===== src/hw/ll_pkg.sv =====
`default_nettype none

package ll_pkg;

  // default sizes, the top level passes its own values down
  localparam int NUM_LISTS  = 4;
  localparam int NUM_NODES  = 16;
  localparam int DATA_WIDTH = 16;

  localparam int LIST_W = (NUM_LISTS > 1) ? $clog2(NUM_LISTS) : 1;
  localparam int PTR_W  = (NUM_NODES > 1) ? $clog2(NUM_NODES) : 1;
  // count must reach NUM_NODES itself
  localparam int CNT_W  = $clog2(NUM_NODES + 1);

  typedef enum logic [2:0] {
    op_add_head,
    op_add_tail,
    op_del_head,
    op_read_pos,
    op_read_count,
    op_read_total
  } ll_op_e;

  typedef enum logic [1:0] {
    st_ok,
    st_empty,
    st_full,
    st_bad_pos
  } ll_status_e;

  typedef enum logic [2:0] {
    s_idle,
    s_check,
    s_alloc,
    s_walk,
    s_link,
    s_release,
    s_resp
  } ll_state_e;

endpackage

`default_nettype wire


===== src/hw/ll_node_mem.sv =====
`timescale 1ns/1ps
`default_nettype none

module ll_node_mem import ll_pkg::*; #(
  parameter int NUM_NODES  = ll_pkg::NUM_NODES,
  parameter int DATA_WIDTH = ll_pkg::DATA_WIDTH
) (
  input  logic                  clk,
  input  logic                  wr_en,
  input  logic                  wr_link_only,
  input  logic [PTR_W-1:0]      wr_addr,
  input  logic [PTR_W-1:0]      wr_next,
  input  logic [DATA_WIDTH-1:0] wr_data,
  input  logic                  rd_en,
  input  logic [PTR_W-1:0]      rd_addr,
  output logic [PTR_W-1:0]      rd_next,
  output logic [DATA_WIDTH-1:0] rd_data
);

  logic [DATA_WIDTH-1:0] data_mem [NUM_NODES];
  logic [PTR_W-1:0]      next_mem [NUM_NODES];

  always_ff @(posedge clk) begin
    if (wr_en) begin
      next_mem[wr_addr] <= wr_next;
      // link update touches the pointer only
      if (!wr_link_only) begin
        data_mem[wr_addr] <= wr_data;
      end
    end
    // read data holds until the next read
    if (rd_en) begin
      rd_next <= next_mem[rd_addr];
      rd_data <= data_mem[rd_addr];
    end
  end

endmodule

`default_nettype wire


===== src/hw/ll_free_list.sv =====
`timescale 1ns/1ps
`default_nettype none

module ll_free_list import ll_pkg::*; #(
  parameter int NUM_NODES = ll_pkg::NUM_NODES
) (
  input  logic             clk,
  input  logic             reset_n,
  input  logic             alloc,
  input  logic             release_en,
  input  logic [PTR_W-1:0] release_ptr,
  output logic [PTR_W-1:0] free_ptr,
  output logic             free_empty
);

  logic [PTR_W-1:0] free_q [NUM_NODES];
  logic [PTR_W-1:0] rd_idx;
  logic [PTR_W-1:0] wr_idx;
  logic [CNT_W-1:0] occupancy;

  // step an index round the queue
  function automatic logic [PTR_W-1:0] next_idx(input logic [PTR_W-1:0] idx);
    if (idx == PTR_W'(NUM_NODES - 1)) begin
      return '0;
    end
    return idx + PTR_W'(1);
  endfunction

  assign free_ptr   = free_q[rd_idx];
  assign free_empty = (occupancy == '0);

  always_ff @(posedge clk) begin
    if (!reset_n) begin
      // every node free, lowest index handed out first
      for (int i = 0; i < NUM_NODES; i++) begin
        free_q[i] <= PTR_W'(i);
      end
      rd_idx    <= '0;
      wr_idx    <= '0;
      occupancy <= CNT_W'(NUM_NODES);
    end else begin
      if (alloc && !free_empty) begin
        rd_idx <= next_idx(rd_idx);
      end
      if (release_en) begin
        free_q[wr_idx] <= release_ptr;
        wr_idx         <= next_idx(wr_idx);
      end
      if (release_en && !(alloc && !free_empty)) begin
        occupancy <= occupancy + CNT_W'(1);
      end else if (!release_en && alloc && !free_empty) begin
        occupancy <= occupancy - CNT_W'(1);
      end
    end
  end

endmodule

`default_nettype wire


===== src/hw/ll_walker.sv =====
`timescale 1ns/1ps
`default_nettype none

module ll_walker import ll_pkg::*; #(
  parameter int DATA_WIDTH = ll_pkg::DATA_WIDTH
) (
  input  logic                  clk,
  input  logic                  reset_n,
  input  logic                  walk_start,
  input  logic [PTR_W-1:0]      walk_ptr,
  input  logic [CNT_W-1:0]      walk_steps,
  input  logic [PTR_W-1:0]      rd_next,
  input  logic [DATA_WIDTH-1:0] rd_data,
  output logic                  rd_en,
  output logic [PTR_W-1:0]      rd_addr,
  output logic                  walk_done,
  output logic [PTR_W-1:0]      found_ptr,
  output logic [PTR_W-1:0]      found_next,
  output logic [DATA_WIDTH-1:0] found_data
);

  logic             issue_first;
  logic             rd_pending;
  logic [PTR_W-1:0] cur_ptr;
  logic [CNT_W-1:0] steps_left;
  logic             more_steps;

  // cur_ptr always names the node whose read is in flight
  assign more_steps = rd_pending & (steps_left != '0);
  assign rd_en      = issue_first | more_steps;
  assign rd_addr    = issue_first ? cur_ptr : rd_next;
  assign walk_done  = rd_pending & (steps_left == '0);

  // memory output stays put once the walk ends
  assign found_ptr  = cur_ptr;
  assign found_next = rd_next;
  assign found_data = rd_data;

  always_ff @(posedge clk) begin
    if (!reset_n) begin
      issue_first <= 1'b0;
      rd_pending  <= 1'b0;
    end else begin
      issue_first <= walk_start;
      rd_pending  <= rd_en;
    end
  end

  always_ff @(posedge clk) begin
    if (walk_start) begin
      cur_ptr    <= walk_ptr;
      steps_left <= walk_steps;
    end else if (more_steps) begin
      // follow the pointer just returned
      cur_ptr    <= rd_next;
      steps_left <= steps_left - CNT_W'(1);
    end
  end

endmodule

`default_nettype wire


===== src/hw/ll_ctrl_fsm.sv =====
`timescale 1ns/1ps
`default_nettype none

module ll_ctrl_fsm import ll_pkg::*; #(
  parameter int NUM_LISTS  = ll_pkg::NUM_LISTS,
  parameter int DATA_WIDTH = ll_pkg::DATA_WIDTH
) (
  input  logic                  clk,
  input  logic                  reset_n,
  input  logic                  cmd_valid,
  input  ll_op_e                cmd_op,
  input  logic [LIST_W-1:0]     cmd_list,
  input  logic [CNT_W-1:0]      cmd_pos,
  input  logic [DATA_WIDTH-1:0] cmd_data,
  output logic                  idle,
  output logic                  resp_valid,
  output ll_status_e            resp_status,
  output logic [DATA_WIDTH-1:0] resp_data,
  input  logic [PTR_W-1:0]      free_ptr,
  input  logic                  free_empty,
  output logic                  alloc,
  output logic                  release_en,
  output logic [PTR_W-1:0]      release_ptr,
  output logic                  walk_start,
  output logic [PTR_W-1:0]      walk_ptr,
  output logic [CNT_W-1:0]      walk_steps,
  input  logic                  walk_done,
  input  logic [PTR_W-1:0]      found_ptr,
  input  logic [PTR_W-1:0]      found_next,
  input  logic [DATA_WIDTH-1:0] found_data,
  output logic                  wr_en,
  output logic                  wr_link_only,
  output logic [PTR_W-1:0]      wr_addr,
  output logic [PTR_W-1:0]      wr_next,
  output logic [DATA_WIDTH-1:0] wr_data
);

  ll_state_e             state;
  ll_state_e             state_nxt;

  // latched command
  ll_op_e                op_q;
  logic [LIST_W-1:0]     list_q;
  logic [CNT_W-1:0]      pos_q;
  logic [DATA_WIDTH-1:0] data_q;

  logic [PTR_W-1:0]      head_tbl [NUM_LISTS];
  logic [CNT_W-1:0]      count_tbl [NUM_LISTS];
  logic [CNT_W-1:0]      total;
  logic [CNT_W-1:0]      cnt_cur;
  logic [PTR_W-1:0]      new_ptr_q;
  ll_status_e            status_q;
  logic [DATA_WIDTH-1:0] result_q;

  assign cnt_cur = count_tbl[list_q];

  // busy until the response strobe has gone
  assign idle = (state == s_idle) & ~resp_valid;

  always_comb begin
    state_nxt    = state;
    alloc        = 1'b0;
    release_en   = 1'b0;
    release_ptr  = found_ptr;
    walk_start   = 1'b0;
    walk_ptr     = head_tbl[list_q];
    walk_steps   = pos_q;
    wr_en        = 1'b0;
    wr_link_only = 1'b0;
    wr_addr      = free_ptr;
    wr_next      = head_tbl[list_q];
    wr_data      = data_q;
    case (state)
      s_idle: begin
        if (cmd_valid) begin
          state_nxt = s_check;
        end
      end
      s_check: begin
        // errors and register reads go straight to the response
        state_nxt = s_resp;
        case (op_q)
          op_add_head, op_add_tail: begin
            if (!free_empty) begin
              state_nxt = s_alloc;
            end
          end
          op_del_head: begin
            if (cnt_cur != '0) begin
              walk_start = 1'b1;
              walk_steps = '0;
              state_nxt  = s_walk;
            end
          end
          op_read_pos: begin
            if (cnt_cur != '0 && pos_q < cnt_cur) begin
              walk_start = 1'b1;
              state_nxt  = s_walk;
            end
          end
          default: begin
            state_nxt = s_resp;
          end
        endcase
      end
      s_alloc: begin
        alloc     = 1'b1;
        wr_en     = 1'b1;
        state_nxt = s_resp;
        // tail of a non-empty list still has to be found
        if (op_q == op_add_tail && cnt_cur != '0) begin
          walk_start = 1'b1;
          walk_steps = cnt_cur - CNT_W'(1);
          state_nxt  = s_walk;
        end
      end
      s_walk: begin
        if (walk_done) begin
          case (op_q)
            op_del_head: state_nxt = s_release;
            op_add_tail: state_nxt = s_link;
            default:     state_nxt = s_resp;
          endcase
        end
      end
      s_link: begin
        wr_en        = 1'b1;
        wr_link_only = 1'b1;
        wr_addr      = found_ptr;
        wr_next      = new_ptr_q;
        state_nxt    = s_resp;
      end
      s_release: begin
        release_en = 1'b1;
        state_nxt  = s_idle;
      end
      s_resp: begin
        state_nxt = s_idle;
      end
      default: begin
        state_nxt = s_idle;
      end
    endcase
  end

  // state, counts and response strobe
  always_ff @(posedge clk) begin
    if (!reset_n) begin
      state      <= s_idle;
      resp_valid <= 1'b0;
      total      <= '0;
      for (int i = 0; i < NUM_LISTS; i++) begin
        count_tbl[i] <= '0;
      end
    end else begin
      state      <= state_nxt;
      resp_valid <= (state == s_resp) | (state == s_release);
      if ((state == s_alloc && (op_q == op_add_head || cnt_cur == '0)) ||
          state == s_link) begin
        count_tbl[list_q] <= cnt_cur + CNT_W'(1);
        total             <= total + CNT_W'(1);
      end else if (state == s_release) begin
        count_tbl[list_q] <= cnt_cur - CNT_W'(1);
        total             <= total - CNT_W'(1);
      end
    end
  end

  // command latch, head table and response payload
  always_ff @(posedge clk) begin
    case (state)
      s_idle: begin
        if (cmd_valid) begin
          op_q   <= cmd_op;
          list_q <= cmd_list;
          pos_q  <= cmd_pos;
          data_q <= cmd_data;
        end
      end
      s_check: begin
        status_q <= st_ok;
        result_q <= '0;
        case (op_q)
          op_add_head, op_add_tail: begin
            if (free_empty) status_q <= st_full;
          end
          op_del_head: begin
            if (cnt_cur == '0) status_q <= st_empty;
          end
          op_read_pos: begin
            if (cnt_cur == '0) status_q <= st_empty;
            else if (pos_q >= cnt_cur) status_q <= st_bad_pos;
          end
          op_read_count: result_q <= DATA_WIDTH'(cnt_cur);
          op_read_total: result_q <= DATA_WIDTH'(total);
          default: status_q <= st_ok;
        endcase
      end
      s_alloc: begin
        new_ptr_q <= free_ptr;
        if (op_q == op_add_head || cnt_cur == '0) begin
          head_tbl[list_q] <= free_ptr;
        end
      end
      s_walk: begin
        if (walk_done && op_q == op_read_pos) result_q <= found_data;
      end
      s_release: begin
        head_tbl[list_q] <= found_next;
        resp_status      <= st_ok;
        resp_data        <= found_data;
      end
      s_resp: begin
        resp_status <= status_q;
        resp_data   <= result_q;
      end
      default: begin
        result_q <= result_q;
      end
    endcase
  end

endmodule

`default_nettype wire


===== src/hw/ll_mngr_top.sv =====
`timescale 1ns/1ps
`default_nettype none

module ll_mngr_top import ll_pkg::*; #(
  parameter int NUM_LISTS  = ll_pkg::NUM_LISTS,
  parameter int NUM_NODES  = ll_pkg::NUM_NODES,
  parameter int DATA_WIDTH = ll_pkg::DATA_WIDTH
) (
  input  logic                  clk,
  input  logic                  reset_n,
  input  logic                  cmd_valid,
  input  ll_op_e                cmd_op,
  input  logic [LIST_W-1:0]     cmd_list,
  input  logic [CNT_W-1:0]      cmd_pos,
  input  logic [DATA_WIDTH-1:0] cmd_data,
  output logic                  idle,
  output logic                  resp_valid,
  output ll_status_e            resp_status,
  output logic [DATA_WIDTH-1:0] resp_data
);

  // free list side
  logic                  alloc;
  logic                  release_en;
  logic [PTR_W-1:0]      release_ptr;
  logic [PTR_W-1:0]      free_ptr;
  logic                  free_empty;

  // walker side
  logic                  walk_start;
  logic [PTR_W-1:0]      walk_ptr;
  logic [CNT_W-1:0]      walk_steps;
  logic                  walk_done;
  logic [PTR_W-1:0]      found_ptr;
  logic [PTR_W-1:0]      found_next;
  logic [DATA_WIDTH-1:0] found_data;

  // node memory ports
  logic                  wr_en;
  logic                  wr_link_only;
  logic [PTR_W-1:0]      wr_addr;
  logic [PTR_W-1:0]      wr_next;
  logic [DATA_WIDTH-1:0] wr_data;
  logic                  rd_en;
  logic [PTR_W-1:0]      rd_addr;
  logic [PTR_W-1:0]      rd_next;
  logic [DATA_WIDTH-1:0] rd_data;

  ll_ctrl_fsm #(
    .NUM_LISTS  (NUM_LISTS),
    .DATA_WIDTH (DATA_WIDTH)
  ) u_ctrl_fsm (
    .clk, .reset_n,
    .cmd_valid, .cmd_op, .cmd_list, .cmd_pos, .cmd_data,
    .idle, .resp_valid, .resp_status, .resp_data,
    .free_ptr, .free_empty, .alloc, .release_en, .release_ptr,
    .walk_start, .walk_ptr, .walk_steps,
    .walk_done, .found_ptr, .found_next, .found_data,
    .wr_en, .wr_link_only, .wr_addr, .wr_next, .wr_data
  );

  ll_free_list #(
    .NUM_NODES (NUM_NODES)
  ) u_free_list (
    .clk, .reset_n, .alloc, .release_en, .release_ptr, .free_ptr, .free_empty
  );

  ll_walker #(
    .DATA_WIDTH (DATA_WIDTH)
  ) u_walker (
    .clk, .reset_n, .walk_start, .walk_ptr, .walk_steps, .rd_next, .rd_data,
    .rd_en, .rd_addr, .walk_done, .found_ptr, .found_next, .found_data
  );

  ll_node_mem #(
    .NUM_NODES  (NUM_NODES),
    .DATA_WIDTH (DATA_WIDTH)
  ) u_node_mem (
    .clk, .wr_en, .wr_link_only, .wr_addr, .wr_next, .wr_data,
    .rd_en, .rd_addr, .rd_next, .rd_data
  );

endmodule

`default_nettype wire


===== config.mk =====
export PLATFORM = sky130hd
export DESIGN_NAME = ll_mngr_top
export DESIGN_NICKNAME = d
export VERILOG_FILES = /design/src/hw/ll_pkg.sv /design/src/hw/ll_node_mem.sv /design/src/hw/ll_free_list.sv /design/src/hw/ll_walker.sv /design/src/hw/ll_ctrl_fsm.sv /design/src/hw/ll_mngr_top.sv
export SDC_FILE = /design/constraint.sdc
export NUM_CORES = 1
export LEC_CHECK = 0
export ABC_AREA = 1
export BUFFER_PORTS_ARGS = -buffer_cell sky130_fd_sc_hd__buf_2
export CAP_MARGIN = 20
export CORE_UTILIZATION = 30
export DETAILED_ROUTE_END_ITERATION = 6
export GPL_ROUTABILITY_DRIVEN = 1
export SETUP_SLACK_MARGIN = 0.02
export SKIP_CTS_REPAIR_TIMING = 1
export SYNTH_ARGS = -nofsm -noshare
export SYNTH_HDL_FRONTEND = slang
export SYNTH_SLANG_ARGS = --single-unit

===== constraint.sdc =====
create_clock -name clk -period 3.9 [get_ports clk]
set_input_delay 0 -clock clk [delete_from_list [all_inputs] [get_ports clk]]
set_output_delay 0 -clock clk [all_outputs]
set_load 0.02 [all_outputs]

== Yosys cells after proc, flatten, opt, wreduce, memory -nomap -nowiden ==
Memories as Yosys holds them, arrays and structs flattened. A register that Yosys moved wholly into a read port is not among the register bits.
Cells that the tools add are included.

* Register bits after elaboration: 99
* RAM bits: 420
* Bits of input ports: 29
* Logic and storage cells: 174
* Memories: 5

* $add $sub $neg: 9
* Magnitude comparators: 2
* Eq/ne operators: 16
* Multiplexer cells: 83
* Bitwise gates (word level): 8
* Reduce and logical (&&, ||, !) cells: 32

{| class="wikitable"
|+ Memory list
! memory !! words !! width !! read ports !! clocked after memory_dff !! write ports !! line !! RTL
|-
| u_node_mem.data_mem || 16 || 16 || 1 || 1 || 1 || ll_node_mem.sv:20 || <nowiki>logic [DATA_WIDTH-1:0] data_mem [NUM_NODES];</nowiki>
|-
| u_free_list.free_q || 16 || 4 || 1 || 1 || 16 || ll_free_list.sv:16 || <nowiki>logic [PTR_W-1:0] free_q [NUM_NODES];</nowiki>
|-
| u_node_mem.next_mem || 16 || 4 || 1 || 1 || 1 || ll_node_mem.sv:21 || <nowiki>logic [PTR_W-1:0] next_mem [NUM_NODES];</nowiki>
|-
| u_ctrl_fsm.count_tbl || 4 || 5 || 1 || 1 || 4 || ll_ctrl_fsm.sv:48 || <nowiki>logic [CNT_W-1:0] count_tbl [NUM_LISTS];</nowiki>
|-
| u_ctrl_fsm.head_tbl || 4 || 4 || 1 || 1 || 1 || ll_ctrl_fsm.sv:47 || <nowiki>logic [PTR_W-1:0] head_tbl [NUM_LISTS];</nowiki>
|}

{| class="wikitable"
|+ Operators with widths
! operator !! number
|-
| $pmux W16 S2 || 2
|-
| $mux W4 || 14
|-
| $mux W5 || 11
|-
| $mux W1 || 34
|-
| $pmux W5 S2 || 2
|-
| $sub A5 B1 Y5 const B || 4
|-
| $mux W3 || 6
|-
| $mux W16 || 1
|-
| $add A5 B1 Y5 const B || 3
|-
| $eq A3 B3 Y1 const B || 5
|-
| $logic_not A5 Y1 || 3
|-
| $pmux W3 S5 || 1
|-
| $eq A3 B2 Y1 const B || 4
|-
| $mux W2 || 6
|-
| $reduce_bool A2 Y1 || 5
|-
| $reduce_bool A5 Y1 || 2
|-
| $pmux W3 S3 || 1
|-
| $add A4 B1 Y4 const B || 2
|-
| $eq A4 B4 Y1 const B || 2
|-
| $logic_and A1 B1 Y1 || 8
|-
| $pmux W2 S2 || 2
|-
| $eq A3 B1 Y1 const B || 2
|-
| $logic_not A3 Y1 || 2
|-
| $pmux W2 S3 || 1
|-
| other kinds (14) || 27
|}

== Depth between registers and ports, before layout ==
Gate-level depths: netlist of run 1.

* Depth in word-level cells: 10
* Gate-level depth with buffers: 21

== Hierarchy ==
A second synthesis of run 1 with hierarchy kept.

* Cell total of the unflattened synthesis: 2397
* Area total of the unflattened synthesis: 24548.5 um2

{| class="wikitable"
|+ By module, submodules not included
! module !! instances !! cells each !! area each (um2) !! seq. area each (um2)
|-
| ll_node_mem || 1 || 1359 || 14492.6 || 10209.8
|-
| ll_ctrl_fsm || 1 || 507 || 5263.8 || 3283.1
|-
| ll_free_list || 1 || 439 || 4035.1 || 2262.2
|-
| ll_walker || 1 || 92 || 757.0 || 310.3
|}

== Least setup slack after synthesis of run 1 ==
Ideal clock, no wire load.

* Kind: register to register
* Start point: reg u_ctrl_fsm.state[0]
* End point: reg u_ctrl_fsm.result_q[0] (enable)
* Setup time: 0.414 ns
* Data arrival time: 2.249 ns
* Data required time: 3.486 ns
* Slack: 1.237 ns
* Cell stages (with the launch flop): 5
* Path buffers: 0
* Clock period less this slack: 2.663 ns
* Path through: dfxtp_1 -> inv_2 -> nor3_4 -> inv_2 -> o31ai_1

* Longest elaborated chain between the ends: 3

{| class="wikitable"
|+ RTL lines
! item !! line !! RTL
|-
| from (decl) || ll_ctrl_fsm.sv:38 || <nowiki>ll_state_e state;</nowiki>
|-
| from (signal assigned) || ll_ctrl_fsm.sv:149 || <nowiki>state <= s_idle;</nowiki>
|-
| from (signal assigned) || ll_ctrl_fsm.sv:156 || <nowiki>state <= state_nxt;</nowiki>
|-
| $eq A3 B2 Y1 or $eq A3 B1 Y1 (tied branches) || ll_ctrl_fsm.sv:171 || <nowiki>case (state)</nowiki>
|-
| $ne A2 B1 Y1 (no line) or $reduce_bool A2 Y1 (tied branches) || n/a ||
|-
| $reduce_and A2 Y1 (no line) (*) || n/a ||
|-
| to (signal assigned) || ll_ctrl_fsm.sv:194 || <nowiki>op_read_count: result_q <= DATA_WIDTH'(cnt_cur);</nowiki>
|-
| to (signal assigned) || ll_ctrl_fsm.sv:195 || <nowiki>op_read_total: result_q <= DATA_WIDTH'(total);</nowiki>
|-
| to (signal assigned) || ll_ctrl_fsm.sv:206 || <nowiki>if (walk_done && op_q == op_read_pos) result_q <= found_data;</nowiki>
|-
| to (decl) || ll_ctrl_fsm.sv:53 || <nowiki>logic [DATA_WIDTH-1:0] result_q;</nowiki>
|}

Every way passes the cells marked *; elsewhere a longest branch is shown, timed or not.
A chain may end at the register's enable or synchronous reset.

==> key figures, run 1 <==
Floorplan
  – Die W: 283 um
  – Die H: 283 um
  – Initial Util: 30.4%
  – IO Pins: 49
  – Die footprint: 80000 sq um
  – Core area: 77700 sq um
  – Row cnt: 102

Clock tree
  – Clock root cell: clkbuf_16
  – H-tree depth reported by CTS: 2
  – CTS Sinks: 545
  – Total CTS buffers: 54
  – Maximum root-to-sink buffer count: 3
  – Clock latency on the worst-skew pair: 610 ps
  – Worst-path clk slew: 60 ps
  – TritonCTS clock tree: built

Yosys
  – Ys flop type: edfxtp_1
  – Net count after synthesis: 2171
  – Flops & latches, synth: 545
  – Register area share after synthesis: 67.9%
  – Post-synth EDFFs: 515
  – Post-synth cell types: 43
  – Syn Inst Count: 2120
  – Yosys Warn Count: 0
  – Avg Inst Size Synth: 11.2 sq um
  – Share of synthesized registers carrying an async set or reset: 0%
  – Post-Syn Area: 23700 sq um

STA
  – Max-slew violations: 0
  – Number of hold violations in the final report: 0
  – Final setup violation count: 0
  – Fmax: 0.323 GHz
  – Max transition margin: 30.7%
  – Setup TNS: 0 ps
  – Unrepaired setup endpoints after global routing: no
  – WHS: 94.9 ps
  – Final worst path period need: 3100 ps
  – Final period util: 79.4%
  – Setup WS post-layout: 804 ps
  – Worst Tran Pin Value: 1040 ps
  – Clock Skew: 22.5 ps

Run status
  – Status: finished, violations left
  – Failing checks: design-rule violations

Placement
  – Placed cell count: 3142
  – Number of port buffers: 48
  – Routability cong.: 0.879
  – DP HPWL: 34600 um
  – Placed cell areas: 25100 sq um
  – Dpl ws: 882 ps

Power
  – Power, Total: 17.2 mW
  – LEAKAGE: 9.95 nW
  – Maximum vdd drop: 361 uV
  – Power Density: 637 nW/um^2

Global routing
  – Antenna violations before repair: 2
  – Largest net degree at the start of global routing: 113
  – Global-route wire length before repair: 84500 um
  – Total GRT Usage: 13.8%
  – Vias in the first global route: 14800
  – GR Overflow Total: 0

Finish
  – Inserted Diodes: 0
  – FILL cells: 7607
  – Share of layout cells above drive strength 1: 10.9%
  – Final nets: 2237
  – Final core occ: 34.8%
  – Area delta synth->final: 14.3%
  – Post-route cell area: 27000 sq um
  – Fin cells: 3268

Drt
  – Avg Vias per Cell: 4.69
  – Total wire length: 54700 um
  – Antenna viol nets, final: 0
  – Iteration-0 DRC Markers: 1362
  – Residual DRC: 1
  – TritonRoute pass-1 iters: 7
  – Routed length per instance: 16.8 um
  – Vias: 15300

Setup path
  – WS Path Type: reg -> reg
  – CP arrival: 3360 ps
  – Critical Path Source Type: register
  – Worst Path Max Fanout: 30
  – Worst EP required: 4160 ps
  – CP endpoint kind: register
  – Cells on worst reg2reg path: 11

Hold path
  – Min-delay worst type: in -> reg
  – Hold path depth: 2

Job
  – Max cap viols: 0
[metal layers]
layer  global-route usage, %  wire length (um)  part of all wire (%)
met1                    18.4             24300                    44
met2                    23.1             26500                    48
met3                    2.26              2940                   5.4
met4                    3.60              1090                   2.0
met5                       0                 0                     0
[where the power goes]
part / switching, mW / leakage [nW] / internal [mW]
clock network: 2.19 / 0.817 / 2.75
registers: 0.488 / 4.92 / 7.49
logic: 3.10 / 4.21 / 1.21
[final timing paths]
kind | startpoint | endpoint | slack, ps
worst max register to register | register | u_node_mem.data_mem[1][4] | 800
worst min register to register | u_free_list.rd_idx[2] | u_free_list.rd_idx[2] | 500
worst max-delay path | register | u_node_mem.data_mem[1][4] | 800
worst min-delay path | cmd_data[5] | u_ctrl_fsm.wr_data[5] | 90
[state kept, by name, summed over array words and instances (netlist names), 3 cells and up, named ones only]
name	cells
u_ctrl_fsm.resp_data	16
u_node_mem.rd_next	4
u_ctrl_fsm.count_tbl	20
u_ctrl_fsm.total	5
u_ctrl_fsm.pos_q	5
u_free_list.rd_idx	4
u_free_list.occupancy	5
u_ctrl_fsm.state	3
u_node_mem.data_mem	256
u_ctrl_fsm.head_tbl	16
u_node_mem.rd_data	16
u_walker.steps_left	5
u_ctrl_fsm.wr_data	16
u_free_list.free_q	64
u_free_list.wr_idx	4
u_ctrl_fsm.op_q	3
u_ctrl_fsm.result_q	16
u_node_mem.next_mem	64
u_ctrl_fsm.new_ptr_q	4
u_walker.found_ptr	4
[worst max-delay path, cell delays in order, from the launching register on]
cell and delay, ps:
dfxtp_1 990, inv_1 220, o211ai_1 160, nand3_1 90, nand3_1 120, nand2_1 180, nand2_1 110, nand2_1 110
nor2_2 210, nand2_1 120, nor2_2 80, buf_4 360
[area by class of cell]
| cell class | instances | area [sq um] | share of cell area, % |
|---|---|---|---|
| multi-input combinational | 1175 | 6020 | 22.3 |
| tap | 1040 | 1300 | 4.81 |
| sequential | 545 | 16100 | 59.4 |
| inverter | 297 | 1120 | 4.16 |
| timing repair buffer | 113 | 861 | 3.18 |
| clock inverter | 26 | 211 | 0.782 |
| clock buffer | 72 | 1450 | 5.36 |
[cells in the mapped netlist, types with 2 or more instances]
library cell,instances,share of area [%]
nor3_1,14,0.30
buf_6,9,0.43
buf_2,37,0.78
nand2_2,12,0.32
inv_1,275,4.4
buf_4,5,0.16
xnor2_1,4,0.15
dfxtp_1,30,2.5
mux2_2,6,0.29
o21ai_0,157,3.3
nor2_2,11,0.29
ha_1,20,1.1
o22ai_1,9,0.24
xor2_1,8,0.30
edfxtp_1,515,65
clkbuf_1,48,0.76
o211ai_1,73,2.3
clkinv_1,5,0.079
fa_1,2,0.17
o21ai_2,2,0.074
nor2_4,3,0.14
nand3_1,145,3.1
buf_1,3,0.048
nand2_4,5,0.24
inv_2,15,0.24
nor3_4,2,0.14
nor2_1,155,2.5
o21ai_1,7,0.15
nand3_2,3,0.13
nand4_1,4,0.11
o221ai_1,16,0.59
a21oi_1,162,3.4
nand2_1,346,5.5
o31ai_1,3,0.095
[kinds of logic after synthesis]
family          count (synthesis)  synth area share (%)
mux                             6                 0.286
compound gates                431                  10.3
buf+inv                       400                  6.95
fa+ha+maj                      22                  1.23
simple gates                  704                  12.9
flops                         545                  67.9
xor+xnor                       12                 0.444
[cells in the final DEF, fill, tap and decap left out, drive strengths merged]
cell type	count
nor3	17
ha	20
o22ai	9
fa	2
o211ai	73
xor2	8
buf	85
o221ai	16
dlygate4sd3	28
clkinv	27
a211oi	1
mux2	6
bufinv	2
a21oi	162
o21bai	1
nor2	170
nand2	363
nand3b	1
o31ai	3
nand3	148
o21ai	166
clkbuf	72
nand4	5
dfxtp	30
inv	294
edfxtp	515
xnor2	4
Note: power is estimated with default switching activity, not from simulation.
==> inputs of run 2 (changes only) <==
==> constraint.sdc (replaced) <==
create_clock -name clk -period 2.6 [get_ports clk]
set_input_delay 0 -clock clk [delete_from_list [all_inputs] [get_ports clk]]
set_output_delay 0 -clock clk [all_outputs]
set_load 0.02 [all_outputs]
==> key figures, run 2 (same netlist as run 1, synthesis figures left out) <==
Global routing
  – Grt peak-use layer: met2
  – GR Layer Usage met3: 2.07%
  – Largest net degree at the start of global routing: 66
  – Vias in the first global route: 15100
  – Total GRT Usage: 13.9%
  – Antenna violations before repair: 1
  – GRT met2 Usage: 23.3%
  – Met1 GRT Util: 18.7%
  – Global-route wire length before repair: 85400 um
  – GR Overflow Total: 0

Finish
  – Final core occ: 35.9%
  – Biggest register: u_node_mem.data_mem
  – Biggest registers after layout: u_node_mem.data_mem (256), u_free_list.free_q (64), u_node_mem.next_mem (64)
  – Final nets: 2285
  – Area delta synth->final: 18.1%
  – Inserted Diodes: 0
  – Commonest non-fill, non-tap cells in the layout: 515 x edfxtp_1, 341 x nand2_1, 274 x inv_1, 161 x a21oi_1, 156 x o21ai_0
  – Fin cells: 3318
  – Share of layout cells above drive strength 1: 13.8%
  – Most common cell after layout, fill and taps aside: edfxtp_1
  – Max FFs per register: 256

Placement
  – Dpl ws: -58.6 ps
  – Routability cong.: 0.874
  – Number of port buffers: 48
  – DP HPWL: 35800 um
  – Placed cell count: 3191

Floorplan
  – Row cnt: 102
  – Core area: 77700 sq um
  – Die W: 283 um
  – Die footprint: 80000 sq um
  – IO Pins: 49
  – Initial Util: 30.4%
  – Die H: 283 um

Clock tree
  – Clock latency on the worst-skew pair: 630 ps
  – TritonCTS clock tree: built
  – Worst-path clk slew: 60 ps
  – Maximum root-to-sink buffer count: 3
  – Total CTS buffers: 53
  – H-tree depth reported by CTS: 2
  – CTS Sinks: 545
  – Clock root cell: clkbuf_16

Setup path
  – Critical path, cell by cell: buf_4 > o21ai_0 > nand3_1 > nand3_1 > nand2_1 > nand2_1 > nand2_1 > nor2_4 > nand2_1 > nor2_2 > buf_12
  – Slowest CP cell: dfxtp_2
  – CP most frequent cell: nand2_1
  – Worst Path Max Fanout: 16
  – CP endpoint kind: register
  – Critical Path Source Type: register
  – Worst EP required: 2920 ps
  – CP arrival: 2810 ps
  – WS Path Type: reg -> reg
  – Delay of the slowest cell on the worst path: 360 ps

STA
  – Unrepaired setup endpoints after global routing: yes
  – Worst Tran Pin Value: 816 ps
  – Final period util: 95.7%
  – Clock Skew: 33.0 ps
  – Final worst path period need: 2490 ps
  – Fmax: 0.402 GHz
  – Number of hold violations in the final report: 0
  – Max transition margin: 45.0%
  – Final setup violation count: 0
  – Setup WS post-layout: 113 ps
  – WHS: 78.0 ps
  – Max-slew violations: 0

Drt
  – TritonRoute pass-1 iters: 5
  – Total wire length: 55900 um
  – Avg Vias per Cell: 4.72
  – Antenna viol nets, final: 0
  – Residual DRC: 0
  – Iteration-0 DRC Markers: 1258
  – Routed length per instance: 16.8 um
  – Vias: 15700

Run status
  – Status: finished clean

Hold path
  – Min-delay worst type: in -> reg

Power
  – Maximum vdd drop: 619 uV
  – LEAKAGE: 10.3 nW
  – Power Density: 971 nW/um^2
  – Power, Total: 27.1 mW

Job
  – Max cap viols: 0
run 2: cell count changes in the layout (fill, tap and decap cells not counted), sizes merged:
cell      delta
buf         +49
clkinv       +3
clkbuf      -10
clkinvlp     +2
bufinv       +6
run 2: area by class of cell:
class	count	area [sq um]
timing repair buffer	162	1510
sequential	545	16100
fill	7564	49800
multi-input combinational	1175	6110
clock buffer	62	1360
tap	1040	1300
inverter	297	1120
clock inverter	37	448
run 2: final timing paths:
check,from,to,slack (ps),cells past startpoint
setup / recovery,register,u_node_mem.data_mem[4][7],110,11
hold / removal,cmd_data[5],u_ctrl_fsm.wr_data[5],80,2
setup reg to reg,register,u_node_mem.data_mem[4][7],110,11
hold reg to reg,u_free_list.occupancy[4],u_free_list.occupancy[4],480,1
run 2: metal layers:
| layer | vias up | share of wire, % |
|---|---|---|
| met5 | - | 0 |
| met2 | 388 | 48 |
| met1 | 7619 | 45 |
| met4 | 0 | 1.8 |
| met3 | 85 | 5.1 |
| li1 | 7565 | - |
run 2: where the power goes:
part	switching (mW)	internal [mW]	leakage [nW]	total, mW
logic	4.96	2.31	4.54	7.27
clock network	3.36	4.58	0.876	7.94
registers	0.671	11.2	4.91	11.9
run 2: through the flow:
stage	setup TNS, ps	area [sq um]
after detailed placement	-58.6	25700
after global placement	-38.4	25700
final	0	27900
after CTS	-209	27600
after global routing	-98.1	27900
after floorplan	0	23700
run 2: worst max-delay path, delay by kind of cell, from the launching register on:
kind | cells | cell delay [ps]
AND/OR/NAND/NOR | 8 | 1180
buffers and inverters | 2 | 390
flip-flops | 1 | 360
AO/OA/AOI/OAI | 1 | 270
==> inputs of run 3 (changes only) <==
--- a/config.mk
+++ b/config.mk
@@ -6,11 +6,14 @@
 export NUM_CORES = 1
 export LEC_CHECK = 0
 export ABC_AREA = 1
-export BUFFER_PORTS_ARGS = -buffer_cell sky130_fd_sc_hd__buf_2
 export CAP_MARGIN = 20
+export CELL_PAD_IN_SITES_DETAIL_PLACEMENT = 1
+export CELL_PAD_IN_SITES_GLOBAL_PLACEMENT = 2
 export CORE_UTILIZATION = 30
 export DETAILED_ROUTE_END_ITERATION = 6
+export DONT_BUFFER_PORTS = 1
 export GPL_ROUTABILITY_DRIVEN = 1
+export PLACE_DENSITY_LB_ADDON = 0.1
 export SETUP_SLACK_MARGIN = 0.02
 export SKIP_CTS_REPAIR_TIMING = 1
 export SYNTH_ARGS = -nofsm -noshare
==> key figures, run 3 (same netlist as run 1, synthesis figures left out) <==
Run status
  – Failing checks: negative hold slack
  – Status: finished, violations left

Job
  – Max cap viols: 0

Power
  – Switch Pwr: 9.87 mW
  – Switching part of the total: 33.9%
  – Power Density: 1010 nW/um^2
  – Comb pwr share: 27.8%
  – Sequential share of power: 41.2%
  – LEAKAGE: 10.6 nW
  – Cell-internal power: 19.2 mW
  – Clock group share of total power: 31.0%
  – Power, Total: 29.1 mW
  – Maximum vdd drop: 552 uV

Drt
  – Routed length per instance: 20.2 um
  – Total wire length: 67800 um
  – Antenna viol nets, final: 0
  – Vias: 15600
  – Avg Vias per Cell: 4.65
  – TritonRoute pass-1 iters: 5
  – Residual DRC: 0
  – Iteration-0 DRC Markers: 759

STA
  – Worst Tran Pin Value: 664 ps
  – Max-slew violations: 0
  – Setup WS post-layout: 119 ps
  – Fmax: 0.403 GHz
  – Final period util: 95.4%
  – Final setup violation count: 0
  – Setup TNS: 0 ps
  – Final worst path period need: 2480 ps
  – Clock Skew: 22.1 ps
  – Max transition margin: 55.7%
  – Number of hold violations in the final report: 105
  – Unrepaired setup endpoints after global routing: yes
  – WHS: -468 ps

Hold path
  – Min-delay worst type: in -> reg

Setup path
  – WP buf/inv: 2
  – CP most frequent cell: nand2_1
  – Critical path, cell by cell: buf_4 > nand2_1 > nand3_1 > nand2_2 > ha_4 > nand4_4 > nand2_4 > nand2_4 > nand2_4 > inv_2 > fa_2 > nand2_1 > nand2_1 > a21oi_2 > nand2_1 > nand3_2 > nand3_1 > nand2_1 > nor2_1
  – CP arrival: 2980 ps
  – Critical Path Source Type: register
  – Worst EP required: 3100 ps
  – Slowest CP cell: dfxtp_4
  – WS Path Type: reg -> reg
  – Largest delay contributor family on the critical path: simple AND/OR/NAND/NOR gates
  – Delay of the slowest cell on the worst path: 360 ps
  – CP endpoint kind: register
  – Worst Path Max Fanout: 5

Global routing
  – Antenna violations before repair: 1
  – GR Overflow Total: 0
  – Total GRT Usage: 17.2%
  – Largest net degree at the start of global routing: 62
  – Vias in the first global route: 16300
  – Global-route wire length before repair: 102000 um

Floorplan
  – Die footprint: 80000 sq um
  – Core area: 77700 sq um
  – Initial Util: 30.4%
  – Die H: 283 um
  – IO Pins: 49
  – Die W: 283 um
  – Row cnt: 102

Clock tree
  – Worst-path clk slew: 60 ps
  – H-tree depth reported by CTS: 3
  – Clock latency on the worst-skew pair: 610 ps
  – CTS Sinks: 545
  – TritonCTS clock tree: built
  – Clock root cell: clkbuf_16
  – Maximum root-to-sink buffer count: 3
  – Total CTS buffers: 66

Finish
  – Inserted Diodes: 0
  – Final core occ: 36.9%
  – Most common cell after layout, fill and taps aside: edfxtp_1
  – Biggest register: u_node_mem.data_mem
  – Post-route cell area: 28700 sq um
  – Share of layout cells above drive strength 1: 14.2%
  – Final nets: 2322
  – Area delta synth->final: 21.1%
  – Biggest registers after layout: u_node_mem.data_mem (256), u_free_list.free_q (64), u_node_mem.next_mem (64)
  – Max FFs per register: 256
  – Commonest non-fill, non-tap cells in the layout: 515 x edfxtp_1, 341 x nand2_1, 274 x inv_1, 160 x a21oi_1, 155 x o21ai_0
  – FILL cells: 8376

Placement
  – DP HPWL: 44500 um
  – Dpl ws: -76.8 ps
  – Number of port buffers: 0
  – Routability cong.: 0.787
  – Placed cell areas: 25900 sq um
run 3: cell types whose count changed in the layout (fill, tap and decap cells not counted), moves of 3 or more:
cell           change
buf_2             -48
buf_4             +42
buf_6              +3
bufinv_16          -4
clkbuf_1           +4
clkbuf_16         +14
clkbuf_8           +4
clkinv_2           -5
dlygate4sd3_1     +26
nand2_2            -3
nand2_4            +3
nand3_1            -4
nand3_2            +4
run 3: final cells by class:
class	count	area, sq um	share of cell area [%]
Timing Repair Buffer	186	1900	6.62
Clock inverter	28	313	1.09
Inverter	297	1120	3.93
Sequential cell	545	16100	56.1
Multi-Input combinational cell	1175	6160	21.5
Tap cell	1040	1300	4.54
Clock buffer	84	1780	6.21
run 3: layer usage:
metal  vias to the layer above  global-route usage, %  routed length, um
met2                       155                   29.6              33300
met3                        88                   2.81               1720
met5                         -                      0                  0
met4                         0                   4.23               1350
li1                       7630                      -                  -
met1                      7730                   22.4              31400
run 3: worst paths after layout:
kind	startpoint	end	slack (ps)	depth (start not counted)
min	reset_n	u_ctrl_fsm.total[4]	-470	2
max	register	u_ctrl_fsm.total[4]	120	19
min reg2reg	u_free_list.occupancy[4]	u_free_list.occupancy[4]	490	1
max reg2reg	register	u_ctrl_fsm.total[4]	120	19
run 3: stage by stage:
step,hold WS [ps],std cells
floorplan,98.9,2120
global placement,98.9,3188
detailed placement,98.9,3188
CTS,-566,3300
global route,-498,3355
finish,-468,3355
run 3: power groups by stage:
stage	Sequential (mW)	Clock, mW	Combinational [mW]
global placement	12.1	0	7.83
detailed placement	12.2	0	7.87
global route	12.1	9.63	9.01
floorplan	11.8	0	4.66
finish	12.0	9.01	8.09
CTS	12.0	9.32	7.91
